--- config.mk ---
export PLATFORM = sky130hd
export DESIGN_NAME = eth_repeater_top
export DESIGN_NICKNAME = d
export VERILOG_FILES = /design/src/hdl/eth_repeater_pkg.sv /design/src/hdl/eth_repeater_top.sv /design/src/hdl/link_supervisor.sv /design/src/hdl/xgmii_lane_align.sv
export SDC_FILE = /design/constraint.sdc
export NUM_CORES = 1
export LEC_CHECK = 0
export BUFFER_PORTS_ARGS = -buffer_cell sky130_fd_sc_hd__buf_2
export CORE_UTILIZATION = 48
export CTS_BUF_LIST = sky130_fd_sc_hd__clkbuf_16
export CTS_CLUSTER_DIAMETER = 50
export DETAILED_ROUTE_END_ITERATION = 8
export GPL_ROUTABILITY_DRIVEN = 0
export MAX_ROUTING_LAYER = met4
export PLACE_DENSITY = 0.71
export SETUP_SLACK_MARGIN = 0.02
export SYNTH_ARGS = -nofsm -noshare
export SYNTH_HDL_FRONTEND = slang
export SYNTH_HIERARCHICAL = 1
export SYNTH_SLANG_ARGS = --single-unit
--- constraint.sdc ---
create_clock -name clk156 -period 3.25 [get_ports clk156]
set_input_delay 0.65 -clock clk156 [delete_from_list [all_inputs] [get_ports clk156]]
set_output_delay 0.65 -clock clk156 [all_outputs]
set_load 0.005 [all_outputs]
--- src/hdl/eth_repeater_pkg.sv ---
package eth_repeater_pkg;

  // xgmii word geometry, one control bit per byte lane
  parameter int XGMII_DATA_W = 64;
  parameter int XGMII_CTRL_W = 8;
  parameter int XGMII_LANES  = 8;

  // xgmii control characters
  parameter logic [7:0] IDLE_CHAR  = 8'h07;
  parameter logic [7:0] START_CHAR = 8'hfb;

  // idle in all eight lanes
  // always sent with every control bit set
  parameter logic [XGMII_DATA_W-1:0] IDLE_DATA = {XGMII_LANES{IDLE_CHAR}};

  // board debug leds
  parameter int DEBUG_W = 8;

  // one 64-bit xgmii data word, seen two ways
  // lane[i] is byte lane i, lane 0 in the low bits
  // half[0] holds lanes 0..3, half[1] holds lanes 4..7
  typedef union packed {
    // byte view, start character search
    logic [XGMII_LANES-1:0][7:0]      lane;
    // 32-bit view, lane 4 to lane 0 realignment
    logic [1:0][XGMII_DATA_W/2-1:0]   half;
  } xgmii_data_u;

endpackage
--- src/hdl/eth_repeater_top.sv ---
`timescale 1ns/1ps

module eth_repeater_top #(
  parameter int GEN_LATENCY = 1024,
  parameter int HEARTBEAT_W = 32
) (
  input  logic                                      clk156,
  input  logic                                      eth_rst,
  input  eth_repeater_pkg::xgmii_data_u             rx0_d_i,
  input  logic [eth_repeater_pkg::XGMII_CTRL_W-1:0] rx0_c_i,
  input  eth_repeater_pkg::xgmii_data_u             rx1_d_i,
  input  logic [eth_repeater_pkg::XGMII_CTRL_W-1:0] rx1_c_i,
  output eth_repeater_pkg::xgmii_data_u             tx0_d_o,
  output logic [eth_repeater_pkg::XGMII_CTRL_W-1:0] tx0_c_o,
  output eth_repeater_pkg::xgmii_data_u             tx1_d_o,
  output logic [eth_repeater_pkg::XGMII_CTRL_W-1:0] tx1_c_o,
  output logic                                      link_up_o,
  output logic [eth_repeater_pkg::DEBUG_W-1:0]      debug_o
);

  // aligned receive words, two cycles after rx
  eth_repeater_pkg::xgmii_data_u             algn0_d;
  logic [eth_repeater_pkg::XGMII_CTRL_W-1:0] algn0_c;
  eth_repeater_pkg::xgmii_data_u             algn1_d;
  logic [eth_repeater_pkg::XGMII_CTRL_W-1:0] algn1_c;

  // port 0 receive
  xgmii_lane_align u_align0 (
    .clk156   (clk156),
    .eth_rst  (eth_rst),
    .rx_d_i   (rx0_d_i),
    .rx_c_i   (rx0_c_i),
    .algn_d_o (algn0_d),
    .algn_c_o (algn0_c)
  );

  // port 1 receive
  xgmii_lane_align u_align1 (
    .clk156   (clk156),
    .eth_rst  (eth_rst),
    .rx_d_i   (rx1_d_i),
    .rx_c_i   (rx1_c_i),
    .algn_d_o (algn1_d),
    .algn_c_o (algn1_c)
  );

  // crossing, startup hold and heartbeat, one more cycle
  link_supervisor #(
    .GEN_LATENCY (GEN_LATENCY),
    .HEARTBEAT_W (HEARTBEAT_W)
  ) u_supervisor (
    .clk156    (clk156),
    .eth_rst   (eth_rst),
    .a0_d_i    (algn0_d),
    .a0_c_i    (algn0_c),
    .a1_d_i    (algn1_d),
    .a1_c_i    (algn1_c),
    .tx0_d_o   (tx0_d_o),
    .tx0_c_o   (tx0_c_o),
    .tx1_d_o   (tx1_d_o),
    .tx1_c_o   (tx1_c_o),
    .link_up_o (link_up_o),
    .debug_o   (debug_o)
  );

endmodule

--- src/hdl/link_supervisor.sv ---
`timescale 1ns/1ps

module link_supervisor #(
  parameter int GEN_LATENCY = 1024,
  parameter int HEARTBEAT_W = 32
) (
  input  logic                                      clk156,
  input  logic                                      eth_rst,
  input  eth_repeater_pkg::xgmii_data_u             a0_d_i,
  input  logic [eth_repeater_pkg::XGMII_CTRL_W-1:0] a0_c_i,
  input  eth_repeater_pkg::xgmii_data_u             a1_d_i,
  input  logic [eth_repeater_pkg::XGMII_CTRL_W-1:0] a1_c_i,
  output eth_repeater_pkg::xgmii_data_u             tx0_d_o,
  output logic [eth_repeater_pkg::XGMII_CTRL_W-1:0] tx0_c_o,
  output eth_repeater_pkg::xgmii_data_u             tx1_d_o,
  output logic [eth_repeater_pkg::XGMII_CTRL_W-1:0] tx1_c_o,
  output logic                                      link_up_o,
  output logic [eth_repeater_pkg::DEBUG_W-1:0]      debug_o
);

  // wide enough for GEN_LATENCY-1, even when GEN_LATENCY is 1
  localparam int CNT_W = $clog2(GEN_LATENCY + 1);

  // edges since reset release
  logic [CNT_W-1:0] hold_cnt;

  // free running heartbeat
  logic [HEARTBEAT_W-1:0] hb_cnt;

  // startup hold, link_up set on the GEN_LATENCY-th edge
  always_ff @(posedge clk156) begin
    if (eth_rst) begin
      hold_cnt  <= '0;
      link_up_o <= 1'b0;
    end else if (!link_up_o) begin
      hold_cnt <= hold_cnt + 1'b1;
      if (hold_cnt == CNT_W'(GEN_LATENCY - 1)) begin
        link_up_o <= 1'b1;
      end
    end
  end

  // cross-connect, port 1 rx feeds tx0 and port 0 rx feeds tx1
  // idle until link_up was already high on the previous cycle
  always_ff @(posedge clk156) begin
    if (eth_rst || !link_up_o) begin
      tx0_d_o <= eth_repeater_pkg::IDLE_DATA;
      tx0_c_o <= '1;
      tx1_d_o <= eth_repeater_pkg::IDLE_DATA;
      tx1_c_o <= '1;
    end else begin
      tx0_d_o <= a1_d_i;
      tx0_c_o <= a1_c_i;
      tx1_d_o <= a0_d_i;
      tx1_c_o <= a0_c_i;
    end
  end

  // heartbeat for the leds
  always_ff @(posedge clk156) begin
    if (eth_rst) begin
      hb_cnt <= '0;
    end else begin
      hb_cnt <= hb_cnt + 1'b1;
    end
  end

  // top bits only, visible blink rate
  assign debug_o = hb_cnt[HEARTBEAT_W-1 -: eth_repeater_pkg::DEBUG_W];

endmodule

--- src/hdl/xgmii_lane_align.sv ---
`timescale 1ns/1ps

module xgmii_lane_align (
  input  logic                                      clk156,
  input  logic                                      eth_rst,
  input  eth_repeater_pkg::xgmii_data_u             rx_d_i,
  input  logic [eth_repeater_pkg::XGMII_CTRL_W-1:0] rx_c_i,
  output eth_repeater_pkg::xgmii_data_u             algn_d_o,
  output logic [eth_repeater_pkg::XGMII_CTRL_W-1:0] algn_c_o
);

  // lanes in one 32-bit half
  localparam int HALF_LANES = eth_repeater_pkg::XGMII_LANES / 2;

  // word from the previous cycle
  eth_repeater_pkg::xgmii_data_u             prev_d;
  logic [eth_repeater_pkg::XGMII_CTRL_W-1:0] prev_c;

  // alignment mode, high while a lane 4 frame is being shifted down
  logic shift_q;
  logic shift_nxt;

  // start character seen in the previous word
  logic start_l0;
  logic start_l4;

  // recombined word for shifted mode
  eth_repeater_pkg::xgmii_data_u             mix_d;
  logic [eth_repeater_pkg::XGMII_CTRL_W-1:0] mix_c;

  // start = control bit set and byte is /S/
  assign start_l0 = prev_c[0] &&
                    (prev_d.lane[0] == eth_repeater_pkg::START_CHAR);
  assign start_l4 = prev_c[HALF_LANES] &&
                    (prev_d.lane[HALF_LANES] == eth_repeater_pkg::START_CHAR);

  // lane 4 start wins, mode held between starts
  always_comb begin
    if (start_l4) begin
      shift_nxt = 1'b1;
    end else if (start_l0) begin
      shift_nxt = 1'b0;
    end else begin
      shift_nxt = shift_q;
    end
  end

  // upper half of old word drops to lanes 0..3
  // lower half of new word fills lanes 4..7
  always_comb begin
    mix_d.half[0] = prev_d.half[1];
    mix_d.half[1] = rx_d_i.half[0];
    // control bits follow their bytes
    mix_c = {rx_c_i[HALF_LANES-1:0],
             prev_c[eth_repeater_pkg::XGMII_CTRL_W-1:HALF_LANES]};
  end

  // history stage plus output stage, two cycles in to out
  always_ff @(posedge clk156) begin
    if (eth_rst) begin
      prev_d   <= eth_repeater_pkg::IDLE_DATA;
      prev_c   <= '1;
      shift_q  <= 1'b0;
      algn_d_o <= eth_repeater_pkg::IDLE_DATA;
      algn_c_o <= '1;
    end else begin
      prev_d  <= rx_d_i;
      prev_c  <= rx_c_i;
      shift_q <= shift_nxt;
      // new mode already applies to this word
      if (shift_nxt) begin
        algn_d_o <= mix_d;
        algn_c_o <= mix_c;
      end else begin
        algn_d_o <= prev_d;
        algn_c_o <= prev_c;
      end
    end
  end

endmodule

; Word level (Yosys, flattened, before mapping)
; Cells that the tools add are included.
[word_totals]
register_bits = 478
inputBits = 146
word_cells = 40
[op_classes]
addsub = 2
n_eq_ne = 5
n_mux = 10
reduce_logical = 6
[op_table]
columns = op, n
row1 = two-way mux 64 bit, 2
row2 = adder 32 x 1 -> 32 bit (second input constant), 1
row3 = equality test 8 bit (second input constant), 4
row4 = two-way mux 8 bit, 2
row5 = adder 11 x 1 -> 11 bit (second input constant), 1
row6 = equality test 11 x 10 -> 1 bit (second input constant), 1
row7 = two-way mux 1 bit, 6
row8 = logical AND 1 bit, 4
row9 = logical NOT 1 bit, 1
row10 = logical OR 1 bit, 1

; Logic depth before layout (Yosys ltp)
[logic_depth]
word_depth = 5
depth_mapped = 6
mapped_depth_nobuf = 5

; Modules after synthesis
; The synthesis kept the hierarchy.
[by_module_without_submodules]
columns = module, instances, cells_per_inst, area_per_inst_um2, seq_area_each_um2
row1 = xgmii_lane_align, 2, 432, 4648.2, 2902.8
row2 = link_supervisor, 1, 542, 5895.7, 3763.6

; Worst setup path after synthesis
; OpenSTA, ideal clock, no wires.
[synth_path]
kind = reg-to-reg
start = register u_supervisor.hb_cnt[13]
end = register u_supervisor.hb_cnt[31]
setup_ps = 121
t_arrival_ps = 1836
required_time_ps = 3129
setup_slack_ps = 1293
path_stages_with_launch = 6
synth_period_minus_slack_ps = 1957
path_cell_list = dfxtp_1 > and4_4 > or4b_4 > buf_6 > nor4_1 > mux2_2
[synth_via]
elab_chain_cells = 1
[synth_lines]
columns = item, line_no
row1 = "start, declared", link_supervisor.sv:28  ; logic [HEARTBEAT_W-1:0] hb_cnt;
row2 = "start signal, assigned", link_supervisor.sv:64  ; hb_cnt <= hb_cnt + 1'b1;
row3 = adder 32 x 1 -> 32 bit, link_supervisor.sv:64
; Every way passes these cells.
; A chain may end at the register's enable or synchronous reset.

; Worst setup path in the final report
[layout_path]
start = register u_align0/prev_d[2] in the netlist's numbering
end = register u_align0/algn_d_o[55] in the netlist's numbering
[layout_via]
elab_chain_cells = 5
[layout_lines]
columns = item, line_no
row1 = "start, declared", xgmii_lane_align.sv:16  ; eth_repeater_pkg::xgmii_data_u prev_d;
row2 = "start signal, assigned", xgmii_lane_align.sv:61  ; prev_d <= eth_repeater_pkg::IDLE_DATA;
row3 = "start signal, assigned", xgmii_lane_align.sv:67  ; prev_d <= rx_d_i;
row4 = equality test 8 bit, xgmii_lane_align.sv:33  ; (prev_d.lane[0] == eth_repeater_pkg::START_CHAR);
row5 = logical AND 1 bit, xgmii_lane_align.sv:32  ; assign start_l0 = prev_c[0] &&
row6 = two-way mux 1 bit, xgmii_lane_align.sv:41  ; end else if (start_l0) begin
row7 = two-way mux 1 bit, xgmii_lane_align.sv:39  ; if (start_l4) begin
row8 = two-way mux 64 bit, xgmii_lane_align.sv:71  ; if (shift_nxt) begin
row9 = "end signal, assigned", xgmii_lane_align.sv:64  ; algn_d_o <= eth_repeater_pkg::IDLE_DATA;
row10 = "end signal, assigned", xgmii_lane_align.sv:72  ; algn_d_o <= mix_d;
row11 = "end signal, assigned", xgmii_lane_align.sv:75  ; algn_d_o <= prev_d;
row12 = "end, declared", xgmii_lane_align.sv:8  ; output eth_repeater_pkg::xgmii_data_u algn_d_o,
; Every way passes these cells.

==> flow_summary_export.csv <==
group,metric,value,unit
run_status,status,"complete, but fails checks",
run_status,violations,"DRC",
global_route,grt_overflow,0,
logic_synthesis,synth-main-ff-cell,"dfxtp_1",
sta,rsz0062_at_grt,"no",
die,io_pins,299,
final_layout,layout-drive-gt1-share,0.258,
place,post-dp-hpwl,21400,um
power,power.static_leakage,8.06,nW
logic_synthesis,synthAdderAreaFrac,0.00165,
logic_synthesis,ys_seq_elements,478,
clocking,clk_latency,0.54,ns
setup_path,cp_max_fo,20,
sta,relSlewSlack,0.148,
final_layout,fin_nets,1829,
die,die_w,180,um
drt,viasPerCell,4.85,
logic_synthesis,yosys.area_share.simple,0.199,
logic_synthesis,yosys_warnings,6,
clocking,cts.sinks,478,
die,die_h,180,um
drt,drt_iter0_markers,515,
clocking,cts_tree,"done",
global_route,grt_pass1_vias,10324,
sta,setup_tns,0,ns
setup_path,slowest_delay,0.66,ns
global_route,grt_pass1_wl,52200,um
logic_synthesis,yosysSeqAreaShare,0.630,
die,initial_core_util,0.493,
logic_synthesis,yosysMostFrequentCell,"dfxtp_1",
logic_synthesis,avgSynthCellArea,10.8,um^2
worst_hold_path,holdCritStartpoint,"rx1_d_i[48]",
die,core,30800,um^2
sta,setup_viol,0,
final_layout,syn2layout_area_growth,20.0,%
setup_path,r2r_setup_slack,0.92,ns
clocking,cts_hold_buf,0,
global_route,antenna_found_initial,8,
power,pwr_density_cell,615,nW/um^2
logic_synthesis,syn-instance-count,1406,
setup_path,start_kind,"flip-flop",
setup_path,crit_arrival,2.80,ns
sta,slew_viol_final,0,
drt,dr.pass1.iters,7,
logic_synthesis,ys_types,43,
setup_path,cp_slowest_cell,"or2_1",
clocking,cts_made_buffers,47,
drt,final_antenna_net_count,0,
die,rows,64,
logic_synthesis,yosys-top-cells-area,"dfxtp_1, mux2i_1, nor2b_1",
global_route,grt_usage,0.205,
logic_synthesis,synth-async-reset-ratio,0,
logic_synthesis,synth_top_cells_by_count,"dfxtp_1, nor2_1, nand2_1",
setup_path,reg2reg_depth,6,
logic_synthesis,synth_nets,1554,
clocking,clock_path_buffers,3,
clocking,htreeDepth,2,
sta,fmax,428,MHz
logic_synthesis,synth_area,15200,um^2
logic_synthesis,synth_xor_xnor_area_share,0.00980,
final_layout,final_util,0.591,
logic_synthesis,yosys.area.top_type,"dfxtp_1",
drt,route.detailed.drc,8,
clocking,path_clk_slew,0.06,ns
sta,finClkSkew,0.0220,ns
clocking,cts_resized,0,
setup_path,critPathMostFrequentCell,"buf_4",
logic_synthesis,synth_top_family_by_area,"simple AND/OR/NAND/NOR gates",
worst_hold_path,min_to,"u_align1/prev_d[48]",
logic_synthesis,synth_enable_flop_cells,0,
logic_synthesis,yosysTopAreaCellShare,0.630,
sta,period_needed,2.33,ns
die,die_area,32400,um^2
job,maxCapViolCount,0,
setup_path,required,3.71,ns
sta,period_share,0.718,
power,irDropWorstVdd,0.391,mV
drt,vias,10253,
place,port_buffers,298,
worst_hold_path,worstHoldPathType,"input pin to flip-flop",
sta,tightest_slew,1.26,ns
drt,post_drt_wl_per_cell,15.3,um
clocking,cts-root-buf,"clkbuf_16",
sta,hold_violations,0,
setup_path,r2r_start,"u_align0/prev_d[2]",
logic_synthesis,synthMuxAreaShare,0.0567,
setup_path,criticalPathCategory,"flip-flop to flip-flop",
setup_path,cp_cell_sequence,"nand2b_4, o41a_1, buf_4, or2_1, buf_4, o21ai_0",
setup_path,reg2reg_to,"u_align0/algn_d_o[55]",
setup_path,worstSetupEndpointType,"flip-flop",
global_route,grt_max_degree,141,
worst_hold_path,hold_depth,2,
logic_synthesis,synth_compound_area_frac,0.0609,
drt,wl,32400,um
clocking,cts_setup_buffers,0,
==> sequential cells by signal (all words and copies together), names as in the netlist <==
| name | flops |
|---|---|
| u_align0/algn_d_o | 64 |
| u_align0/prev_d | 64 |
| u_align1/algn_d_o | 64 |
| u_align1/prev_d | 64 |
| u_supervisor/tx0_d_o | 64 |
| u_supervisor/tx1_d_o | 64 |
| u_supervisor/hb_cnt | 32 |
| u_supervisor/hold_cnt | 11 |
| u_align0/algn_c_o | 8 |
| u_align0/prev_c | 8 |
| u_align1/algn_c_o | 8 |
| u_align1/prev_c | 8 |
| u_supervisor/tx0_c_o | 8 |
| u_supervisor/tx1_c_o | 8 |
| u_align0/shift_q | 1 |
| u_align1/shift_q | 1 |
| u_supervisor/link_up_o | 1 |
==> critical path: cells and delay by family (launching register included) <==
kind / cells / cell delay (ns)
simple gates: 2 / 0.80
buf+inv: 2 / 0.57
compound gates: 2 / 0.57
flops: 1 / 0.32
==> kinds of logic (layout without fill, tap and decap cells) <==
| group | after synthesis | after routing |
|---|---|---|
| simple gates | 551 | 551 |
| flops | 478 | 478 |
| compound gates | 144 | 144 |
| buf+inv | 128 | 434 |
| mux | 86 | 86 |
| xor+xnor | 17 | 17 |
| fa+ha+maj | 2 | 2 |
| other cells | 0 | 8 |
==> power by group <==
group / switching [mW] / total (mW) / internal [mW] / leakage, nW
clock: 2.08 / 4.76 / 2.68 / 0.719
sequential: 0.0547 / 6.09 / 6.03 / 3.92
combinational: 0.184 / 0.360 / 0.176 / 3.42
==> cell type report <==
class                      instances  area [um^2]
fill                            2643        12600
sequential                       478         9570
multi-input combinational        800         4990
timing repair buffer             314         1660
clock buffer                      47         1180
tap                              396          495
clock inverter                    33          166
inverter                          40          150
antenna                            8         20.0
==> how the worst max path moves through the flow <==
| stage | from | depth (start not counted) | end | slack [ns] |
|---|---|---|---|---|
| after detailed placement | u_align0/prev_d[2] | 6 | u_align0/algn_d_o[55] | 0.93 |
| after global placement | u_align0/prev_d[2] | 6 | u_align0/algn_d_o[55] | 1.01 |
| after global routing | u_align0/prev_d[2] | 6 | u_align0/algn_d_o[52] | 0.79 |
| final | u_align0/prev_d[2] | 6 | u_align0/algn_d_o[55] | 0.92 |
| after floorplan | u_supervisor/hb_cnt[13] | 5 | u_supervisor/hb_cnt[31] | 1.29 |
| after CTS | u_align0/prev_d[2] | 6 | u_align0/algn_d_o[55] | 0.91 |
==> metal layers <==
metal,part of all wire,track usage,vias up
li1,-,-,5121
met1,0.43,0.235,4799
met2,0.48,0.339,261
met3,0.050,0.0425,72
met4,0.040,0.103,0
met5,0,-,-
==> cell usage in the layout, fill, tap and decap left out, types with 52 or more instances in the layout <==
cell type / Yosys / routed
nor2b_1: 83 / 82
nor2_1: 108 / 108
and2_1: 81 / 81
buf_2: 0 / 297
inv_1: 38 / 54
mux2i_1: 85 / 85
o21ai_0: 52 / 52
dfxtp_1: 478 / 478
nand2_1: 95 / 95
nand2b_1: 65 / 65
==> stage by stage <==
step	power [mW]	cells	worst slack [ns]	hold slack (ns)	cell area, um^2
6_report	11.2	2116	0.915	0.291	18200
5_1_grt	11.6	2116	0.790	0.277	18200
3_5_place_dp	6.58	2028	0.926	0.393	16900
3_3_place_gp	6.57	2028	1.01	0.388	16900
2_1_floorplan	6.42	1406	1.29	0.386	15200
4_1_cts	11.3	2108	0.915	0.271	18200
(Power assumes the default switching activity.)
